## src/logic/ahb_params.svh

```systemverilog
// Bus widths and SRAM slave settings shared by the package and RTL
// Include in any file that needs the widths or the SRAM geometry

`ifndef AHB_PARAMS_SVH
`define AHB_PARAMS_SVH

// Address bus width
`define W_ADDR 32

// Data bus width, a whole number of byte lanes
`define W_DATA 32

// SRAM depth in words
// Byte addresses at or above W_DATA/8 times this value are out of range
`define SRAM_WORDS 256

// Wait cycles inserted into every data phase, zero or more
`define SRAM_WAIT 1

`endif

```

## src/logic/ahb_pkg.sv

```systemverilog
// Types for the single-master AHB-Lite bus and the two core-side ports
// Compile first and take the types by wildcard import

`include "ahb_params.svh"

package ahb_pkg;

	// Only single transfers on this bus
	typedef enum logic [1:0] {
		HTRANS_IDLE = 2'b00,
		HTRANS_NSEQ = 2'b10
	} htrans_t;

	// Core-side request, held by the core until aph_ready
	typedef struct packed {
		logic              req;
		logic [`W_ADDR-1:0] addr;
		// Log2 of the transfer size in bytes
		logic [2:0]        size;
		logic              write;
		// Sampled in the data phase, not the address phase
		logic [`W_DATA-1:0] wdata;
	} core_req_t;

	// Core-side response pulses and read data
	typedef struct packed {
		logic              aph_ready;
		logic              dph_ready;
		logic              dph_err;
		logic [`W_DATA-1:0] rdata;
	} core_resp_t;

	// Master to slave
	typedef struct packed {
		logic [`W_ADDR-1:0] haddr;
		htrans_t           htrans;
		logic              hwrite;
		logic [2:0]        hsize;
		logic [`W_DATA-1:0] hwdata;
	} ahb_m2s_t;

	// Slave to master
	typedef struct packed {
		logic              hready;
		logic              hresp;
		logic [`W_DATA-1:0] hrdata;
	} ahb_s2m_t;

endpackage

```

## src/logic/ahb_bus_arbiter.sv

```systemverilog
// Shares one AHB-Lite master port between the fetch and load/store ports
// Address phase goes to one port per cycle, data phase routed by owner flags

`include "ahb_params.svh"

module ahb_bus_arbiter import ahb_pkg::*; (
	input  logic       clk,
	input  logic       rst_n,

	input  core_req_t  fetch_req_i,
	input  logic       fetch_panic_i,
	input  core_req_t  ls_req_i,
	output core_resp_t fetch_resp_o,
	output core_resp_t ls_resp_o,

	output ahb_m2s_t   bus_o,
	input  ahb_s2m_t   bus_i
);

// ------------------------------------------------------------
// Address phase arbitration

logic grant_fetch;
logic grant_ls;
logic hready;

// Data-phase owner flags
logic dph_fetch_q;
logic dph_ls_q;

assign hready = bus_i.hready;

// Load/store normally wins
// Panic lets a starved fetch jump ahead
assign grant_fetch = fetch_req_i.req && (fetch_panic_i || !ls_req_i.req);
assign grant_ls    = ls_req_i.req && !grant_fetch;

always_comb begin
	bus_o.htrans = (grant_fetch || grant_ls) ? HTRANS_NSEQ : HTRANS_IDLE;
	if (grant_fetch) begin
		bus_o.haddr  = fetch_req_i.addr;
		bus_o.hsize  = fetch_req_i.size;
		// Fetch is read-only
		bus_o.hwrite = 1'b0;
	end else begin
		bus_o.haddr  = ls_req_i.addr;
		bus_o.hsize  = ls_req_i.size;
		bus_o.hwrite = grant_ls && ls_req_i.write;
	end
	// Write data belongs to the current data phase
	bus_o.hwdata = dph_ls_q ? ls_req_i.wdata : '0;
end

// ------------------------------------------------------------
// Data phase ownership

// Advances only with hready, same as the AHB pipeline
always_ff @(posedge clk or negedge rst_n) begin
	if (!rst_n) begin
		dph_fetch_q <= 1'b0;
		dph_ls_q    <= 1'b0;
	end else if (hready) begin
		dph_fetch_q <= grant_fetch;
		dph_ls_q    <= grant_ls;
	end
end

// ------------------------------------------------------------
// Responses

always_comb begin
	fetch_resp_o.aph_ready = hready && grant_fetch;
	fetch_resp_o.dph_ready = hready && dph_fetch_q;
	// Fetch only sees the error with the final ready
	fetch_resp_o.dph_err   = hready && dph_fetch_q && bus_i.hresp;
	fetch_resp_o.rdata     = dph_fetch_q ? bus_i.hrdata : '0;

	ls_resp_o.aph_ready = hready && grant_ls;
	ls_resp_o.dph_ready = hready && dph_ls_q;
	// Early error in the first response cycle
	// lets the core squash a chasing load/store
	ls_resp_o.dph_err   = dph_ls_q && bus_i.hresp;
	ls_resp_o.rdata     = dph_ls_q ? bus_i.hrdata : '0;
end

// ------------------------------------------------------------
// Checks

// One data phase on the bus at a time
a_one_dph_owner: assert property (
	@(posedge clk) disable iff (!rst_n)
	!(dph_fetch_q && dph_ls_q)
) else $error("both ports own the data phase");

// Shared address phase, so never accepted on both ports at once
a_one_aph_ready: assert property (
	@(posedge clk) disable iff (!rst_n)
	!(fetch_resp_o.aph_ready && ls_resp_o.aph_ready)
) else $error("aph_ready given to both ports");

endmodule

```

## config.mk

```make
export PLATFORM = sky130hd
export DESIGN_NAME = ahb_bus_arbiter
export DESIGN_NICKNAME = d
export VERILOG_FILES = /design/src/logic/ahb_pkg.sv /design/src/logic/ahb_bus_arbiter.sv
export VERILOG_INCLUDE_DIRS = /design/src /design/src/logic
export SDC_FILE = /design/constraint.sdc
export NUM_CORES = 1
export LEC_CHECK = 0
export ABC_AREA = 1
export BUFFER_PORTS_ARGS = -buffer_cell sky130_fd_sc_hd__buf_2
export CORE_AREA = 2 2 121 123
export CTS_CLUSTER_SIZE = 14
export DETAILED_ROUTE_END_ITERATION = 10
export DIE_AREA = 0 0 123 125
export PLACE_DENSITY_LB_ADDON = 0.25
export SYNTH_ARGS = -nofsm -noshare
export SYNTH_HDL_FRONTEND = slang
export SYNTH_SLANG_ARGS = --single-unit
export TNS_END_PERCENT = 30
```

## constraint.sdc

```tcl
create_clock -name clk -period 1.1 [get_ports clk]
set_clock_uncertainty 0.1 [all_clocks]
set_input_delay 0.22 -clock clk [delete_from_list [all_inputs] [get_ports clk]]
set_output_delay 0.22 -clock clk [all_outputs]
set_load 0.03 [all_outputs]
```

==> results by group, run 1 <==
Run status
  • Outcome: complete, but fails checks
  • Violations in the final reports: negative setup slack

Logic synthesis
  • Most repeated cell in the gate-level netlist after synthesis: sky130_fd_sc_hd__nand2_1
  • Most instantiated flip-flop cell in the synthesis netlist: sky130_fd_sc_hd__dfrtp_1
  • Multiplexer area fraction after synthesis: 0%
  • Library cell occupying the most area in the post-synthesis netlist: sky130_fd_sc_hd__nand2_1
  • Post-synthesis simple-gate area fraction: roughly three fifths
  • Mapped Cells: roughly 350
  • Share of the yosys chip area belonging to registers: 3.37%
  • Register bit total from synthesis: 2
  • Dominant combinational cell family by area after synthesis: simple AND/OR/NAND/NOR gates
  • Biggest area contributors in the synthesized netlist: sky130_fd_sc_hd__nand2_1 45%, sky130_fd_sc_hd__inv_1 27%, sky130_fd_sc_hd__nand3_1 12%
  • Compound-gate portion of the synthesized area: less than 1%
  • Synthesized Nets: roughly 520
  • Average cell area after synthesis: ~4.3 um^2
  • Top cell types by occurrence after synthesis: 176 x sky130_fd_sc_hd__nand2_1, 106 x sky130_fd_sc_hd__inv_1, 36 x sky130_fd_sc_hd__nand3_1
  • Number of enable-type register cells in the synthesized netlist: 0
  • Synth Area in XOR/XNOR: 0%
  • Total number of yosys warnings: 0
  • Synth Area in Adders: 0%
  • Count of cell types in the netlist: 11
  • Post-synthesis async set-or-reset flop share: between 90% and 100%
  • Share of the synthesized area in the top cell type: 44.5%
  • Synthesized cell area: 1480 um^2

Critical path
  • Startpoint Class: register
  • Crit-path leading delay family: flip-flops
  • Register-to-register setup slack: 10 ps
  • Reg2reg path depth: 3
  • Worst Setup Path Type: register to primary output
  • Data arrival time at the worst-slack endpoint: ~1300 ps
  • Ordered list of cells on the worst path: buf_12 -> nand2_2 -> inv_4 -> buf_4
  • Delay contributed by the slowest stage of the critical path: between 500 and 600 ps
  • Endpoint of the most critical register-to-register path: dph_ls_q
  • Crit path required time: between 700 and 800 ps
  • Buffer and inverter count on the worst path: 3
  • Worst R2R Start: dph_ls_q
  • Worst setup EP type: primary output
  • Slowest-stage cell, CP: sky130_fd_sc_hd__dfrtp_4
  • CP Max Fanout: 16

Detailed routing
  • Wirelength per Cell: roughly 11 um
  • Number of nets still failing antenna checks after routing: 0
  • Detailed router's first-iteration violation count: 56
  • Post-route DRC: 0
  • Vias: approximately 3,000
  • First-pass iteration count of the detailed router: 4
  • Drt total wl: just over 9000 um
  • Via density per instance: 3.73

GRT
  • Overflow left after global routing: 0
  • All-layer global routing usage: approximately a tenth
  • Vias in the first global route: just under 3,000
  • Met2 track demand over resource in global routing: 22.9%
  • Global-route wire length before repair: around 13,000 um
  • GRT met3 Usage: 2.01%
  • Most crowded layer after global routing: met2
  • Maximum number of pins on one net before global-route repair: 32
  • Number of antenna violations at the first check in global routing: 0
  • Met1 Track Usage GR: approximately a tenth

Layout
  • Post-route insts no fill: 820
  • Post-layout net count: slightly above 800
  • Final cell utilization of the core: approximately a third
  • Number of diodes added for antenna fixing: 0
  • Relative area change from synthesis to final layout: 224%
  • Fraction of final layout cells sized beyond drive strength 1: between 70% and 80%

Floorplanning
  • Initial standard-cell utilization of the core: 10.4%
  • Die Area: 15,400 um^2
  • Placeable core area: approximately 14,000 um^2
  • Die height: 125 um
  • Boundary pin count: 315
  • Num rows: 44
  • Horizontal die dimension: between 100 and 150 um

STA
  • RSZ-0062 raised after global routing: true
  • Setup-violating endpoint count in the final report: 139
  • Minimum period implied by the final worst setup slack: around 1600 ps
  • Peak clock frequency supported by timing: 0.636 GHz
  • Worst setup slack after layout: -471 ps
  • Final hold violations: 0
  • Share of the clock period used by the worst path after layout: 143%
  • Number of slew-limit violations in the final report: 0

Clocking
  • CTS Buf Count: 3
  • Clock tree from TritonCTS: yes
  • H-tree level count: 1
  • Maximum number of buffers from clock root to sink: 2
  • Clock slew at the register clock pins of the worst setup and hold paths: 30 ps
  • Sink Count: 2
  • Later-pin clock latency in the skew report: between 200 and 250 ps
  • Root buffer selected by CTS: sky130_fd_sc_hd__clkbuf_16

Job
  • Number of max-capacitance violations reported: 0

Place
  • Last weighted congestion value of the routability-driven placer: between 0.7 and 0.8
  • DPL Wire Length: about 6700 um
  • Count of placed standard cells including taps: between 800 and 900
  • # port buffers: 280

Power
  • Power per standard cell area: 748 nW/um^2
  • Leakage power: around 3.2 nW
  • IR Drop Worst-Case VDD: 335 uV

Min path
  • Type of the tightest min-delay check: input pin to asynchronous set/reset pin
## repair_timing
action,CTS,global route
endpoints found under the setup margin,139,139
gates cloned,2,4
pin swaps,10,18
endpoints found under the hold margin,2,0
resized for setup,299,108
hold buffers,1,0
setup buffers,2,3
## worst max-delay path by stage
stage,startpoint,slack [ps],cells past startpoint,end
2_1_floorplan,fetch_panic_i,-90,6,bus_o[32]
6_report,dph_ls_q,-470,4,ls_resp_o[13]
3_5_place_dp,fetch_req_i[68],-290,5,ls_resp_o[34]
5_1_grt,dph_ls_q,-500,4,ls_resp_o[13]
3_3_place_gp,fetch_req_i[68],-300,5,ls_resp_o[34]
4_1_cts,dph_ls_q,-470,4,bus_o[19]
## through the flow
step | cell area [um^2] | setup TNS, ps | hold slack [ps] | setup slack, ps | power [mW]
2_1_floorplan | 1750 | -6860 | -176 | -88.2 | 1.47
3_3_place_gp | 3420 | -27090 | -91.4 | -304 | 2.23
3_5_place_dp | 3420 | -27300 | -94.5 | -289 | 2.22
4_1_cts | 4490 | -44890 | 250 | -466 | 3.41
5_1_grt | 4810 | -51540 | 271 | -504 | 3.81
6_report | 4810 | -45750 | 234 | -471 | 3.60
## registers in the layout, summed over array words and instances (netlist names)
name,cells
dph_fetch_q,1
dph_ls_q,1
## cell families after synthesis
group,Yosys count
AO/OA/AOI/OAI,1
other,1
AND/OR/NAND/NOR,215
buffers and inverters,128
flip-flops,2
## routing by layer
metal / wire length [um] / part of all wire, %
met1: 3060 / 33
met2: 5400 / 58
met3: 835 / 8.9
met4: 41 / 0.44
met5: 0 / 0
## power by group
group          switching (mW)  internal [mW]
Clock                  0.0858          0.477
Sequential             0.0189         0.0842
Combinational            1.65           1.28
## final cells by class
cell class,instances,area [um^2]
Clock buffer,4,78.8
Timing Repair Buffer,307,2660
Multi-Input combinational cell,217,1300
Tap cell,184,230
Sequential cell,2,55.1
Inverter,106,485
Fill cell,1513,9400
## worst register-to-register path, cell delays in order (launching register included)
cell	delay (ps)
sky130_fd_sc_hd__dfrtp_4	540
sky130_fd_sc_hd__buf_12	200
sky130_fd_sc_hd__nand2_1	80
sky130_fd_sc_hd__nand2_1	50
## placed cells by master (no fill, tap or decap), drive strengths merged
master       count
inv            106
nor2             1
a21oi            1
clkbuf           9
dlygate4sd3      1
nand2          178
conb             1
nand3           36
buf            301
dfrtp            2
No activity file was read; power rests on OpenSTA's default activity.
==> inputs of run 2 (changes only) <==
--- a/config.mk
+++ b/config.mk
@@ -12,7 +12,7 @@
 export CTS_CLUSTER_SIZE = 14
 export DETAILED_ROUTE_END_ITERATION = 10
 export DIE_AREA = 0 0 123 125
-export PLACE_DENSITY_LB_ADDON = 0.25
+export PLACE_DENSITY = 0.39
 export SYNTH_ARGS = -nofsm -noshare
 export SYNTH_HDL_FRONTEND = slang
 export SYNTH_SLANG_ARGS = --single-unit
==> results by group, run 2 (synthesized netlist as in run 1, its figures left out) <==
Detailed routing
  • Detailed router's first-iteration violation count: 81 (+45%)
  • Drt total wl: 8930 um (-4.3%)
  • Via density per instance: 3.61 (-3.1%)
  • Number of nets still failing antenna checks after routing: 0 (unchanged)
  • Post-route DRC: 0 (unchanged)
  • First-pass iteration count of the detailed router: 4 (unchanged)
  • Vias: 2,965 (-3.0%)
  • Wirelength per Cell: 10.9 um (-4.4%)

GRT
  • Vias in the first global route: 2,861 (-2.3%)
  • Maximum number of pins on one net before global-route repair: 37 (+16%)
  • Most crowded layer after global routing: met2
  • Met1 Track Usage GR: 10.6% (+0.69 points)
  • Number of antenna violations at the first check in global routing: 0 (unchanged)
  • Met2 track demand over resource in global routing: 22.0% (-0.88 points)
  • GRT met3 Usage: 1.78% (-0.23 points)
  • All-layer global routing usage: 10.5% (+0.037 points)
  • Overflow left after global routing: 0 (unchanged)
  • Global-route wire length before repair: 13,200 um (+0.47%)

Layout
  • Final cell utilization of the core: 32.0% (-1.9 points)
  • Largest registers in the final layout: dph_fetch_q: 1 flops, dph_ls_q: 1 flops
  • Post-layout net count: 813 (+0.12%)
  • Most frequent standard cell in the layout excluding fill and tap cells: sky130_fd_sc_hd__buf_2
  • Layout fillers: 1,575 (+4.1%)
  • Number of diodes added for antenna fixing: 0 (unchanged)
  • Most used cells in the layout excluding fill and tap cells: 156 x sky130_fd_sc_hd__buf_2, 119 x sky130_fd_sc_hd__buf_6, 112 x sky130_fd_sc_hd__nand2_1
  • Post-route insts no fill: 821 (+0.12%)
  • Relative area change from synthesis to final layout: 206%
  • Fraction of final layout cells sized beyond drive strength 1: 70.2% (-3.3 points)

Clocking
  • H-tree level count: 1 (unchanged)
  • Maximum number of buffers from clock root to sink: 2 (unchanged)
  • Sink Count: 2 (unchanged)
  • Clock slew at the register clock pins of the worst setup and hold paths: 30 ps (about the same)
  • Later-pin clock latency in the skew report: 220 ps (about the same)
  • Clock tree from TritonCTS: yes
  • CTS Buf Count: 3 (unchanged)
  • Root buffer selected by CTS: sky130_fd_sc_hd__clkbuf_16

Run status
  • Outcome: complete, but fails checks
  • Violations in the final reports: negative setup slack

Critical path
  • Reg2reg path depth: 3 (unchanged)
  • Worst Setup Path Type: register to primary output
  • Startpoint Class: register
  • CP Max Fanout: 5 (-11)
  • Data arrival time at the worst-slack endpoint: 1220 ps (-30 ps)
  • Worst setup EP type: primary output
  • Crit path required time: 780 ps (about the same)

Floorplanning
  • Placeable core area: 14,200 um^2 (unchanged)
  • Boundary pin count: 315 (unchanged)
  • Die Area: 15,400 um^2 (unchanged)
  • Num rows: 44 (unchanged)
  • Initial standard-cell utilization of the core: 10.4% (unchanged)
  • Die height: 125 um (unchanged)
  • Horizontal die dimension: 123 um (unchanged)

Power
  • Internal cell power: 1.75 mW (-4.8%)
  • IR Drop Worst-Case VDD: 242 uV (-28%)
  • Power per standard cell area: 755 nW/um^2 (+0.90%)
  • Sequential Power Share: 3.0% (about the same)
  • Leakage power: 3.06 nW (-4.1%)
  • Combinational share of power: 80.6% (-0.9 points)
  • Net switching power: 1.68 mW (-4.6%)
  • Net switching fraction of the power: 48.9% (+0.050 points)
  • Clk pwr share: 16.4% (+0.8 points)

Min path
  • Type of the tightest min-delay check: input pin to asynchronous set/reset pin

STA
  • Minimum period implied by the final worst setup slack: 1540 ps (-35.3 ps)
  • Total negative slack: -45,530 ps (+226 ps)
  • Hold slack: 231 ps (-2.92 ps)
  • Peak clock frequency supported by timing: 0.651 GHz (+2.3%)
  • RSZ-0062 raised after global routing: true
  • Worst setup slack after layout: -436 ps (+35.3 ps)
  • Number of slew-limit violations in the final report: 0 (unchanged)
  • Share of the clock period used by the worst path after layout: 140% (-3.2 points)
  • Setup-violating endpoint count in the final report: 139 (unchanged)
  • Final hold violations: 0 (unchanged)

Place
  • Count of placed standard cells including taps: 812 (+0.74%)
  • # port buffers: 280 (unchanged)
  • DPL Wire Length: 7270 um (+8.0%)
  • Last weighted congestion value of the routability-driven placer: 0.721 (-9.3%)

Job
  • Number of max-capacitance violations reported: 0 (unchanged)
-- run 2: worst paths after layout --
| path | from | endpoint | slack [ps] |
|---|---|---|---|
| worst max-delay path | dph_ls_q | ls_resp_o[15] | -440 |
| worst min-delay path | rst_n | dph_ls_q | 230 |
| worst max register to register | dph_ls_q | dph_ls_q | 60 |
| worst min register to register | dph_fetch_q | dph_fetch_q | 660 |
| max in group asynchronous | rst_n | dph_fetch_q | 560 |
| min in group clk | bus_i[33] | dph_fetch_q | 360 |
-- run 2: repair_timing --
item,CTS,global route
endpoints found under the hold margin,2,0
resized for setup,257,67
pin swaps,3,14
hold buffers,1,0
setup endpoints to repair,139,139
buffers inserted,0,3
gates cloned,0,1
-- run 2: layout make-up --
class,count,area [um^2],share of cell area (%)
timing repair buffer,308,2530,55.6
multi-input combinational,217,1170,25.7
inverter,106,483,10.6
tap,184,230,5.07
clock buffer,4,78.8,1.74
sequential,2,55.1,1.21
-- run 2: layer usage --
metal  routed length, um  vias to the layer above
li1                    -                     1529
met5                   0                        -
met4                 102                        0
met3                 692                        8
met2                5080                      140
met1                3050                     1288
-- run 2: through the flow --
step / setup slack, ps / cell area [um^2] / total power [mW]
after global placement: -276 / 3500 / 2.31
after floorplan: -88.2 / 1750 / 1.47
after CTS: -450 / 4370 / 3.33
after detailed placement: -270 / 3500 / 2.30
after global routing: -480 / 4540 / 3.64
final: -436 / 4540 / 3.43
-- run 2: power by group through the flow --
stage | Clock (mW) | Combinational, mW | Sequential (mW)
3_3_place_gp | 0 | 2.21 | 0.100
4_1_cts | 0.575 | 2.66 | 0.0995
2_1_floorplan | 0 | 1.39 | 0.0851
5_1_grt | 0.588 | 2.95 | 0.104
6_report | 0.564 | 2.76 | 0.103
3_5_place_dp | 0 | 2.20 | 0.100
-- run 2: critical path: stages (launching register included) --
cell and delay, ps:
sky130_fd_sc_hd__dfrtp_4 530, sky130_fd_sc_hd__buf_4 190, sky130_fd_sc_hd__nand2_2 80, sky130_fd_sc_hd__inv_4 20, sky130_fd_sc_hd__buf_2 170
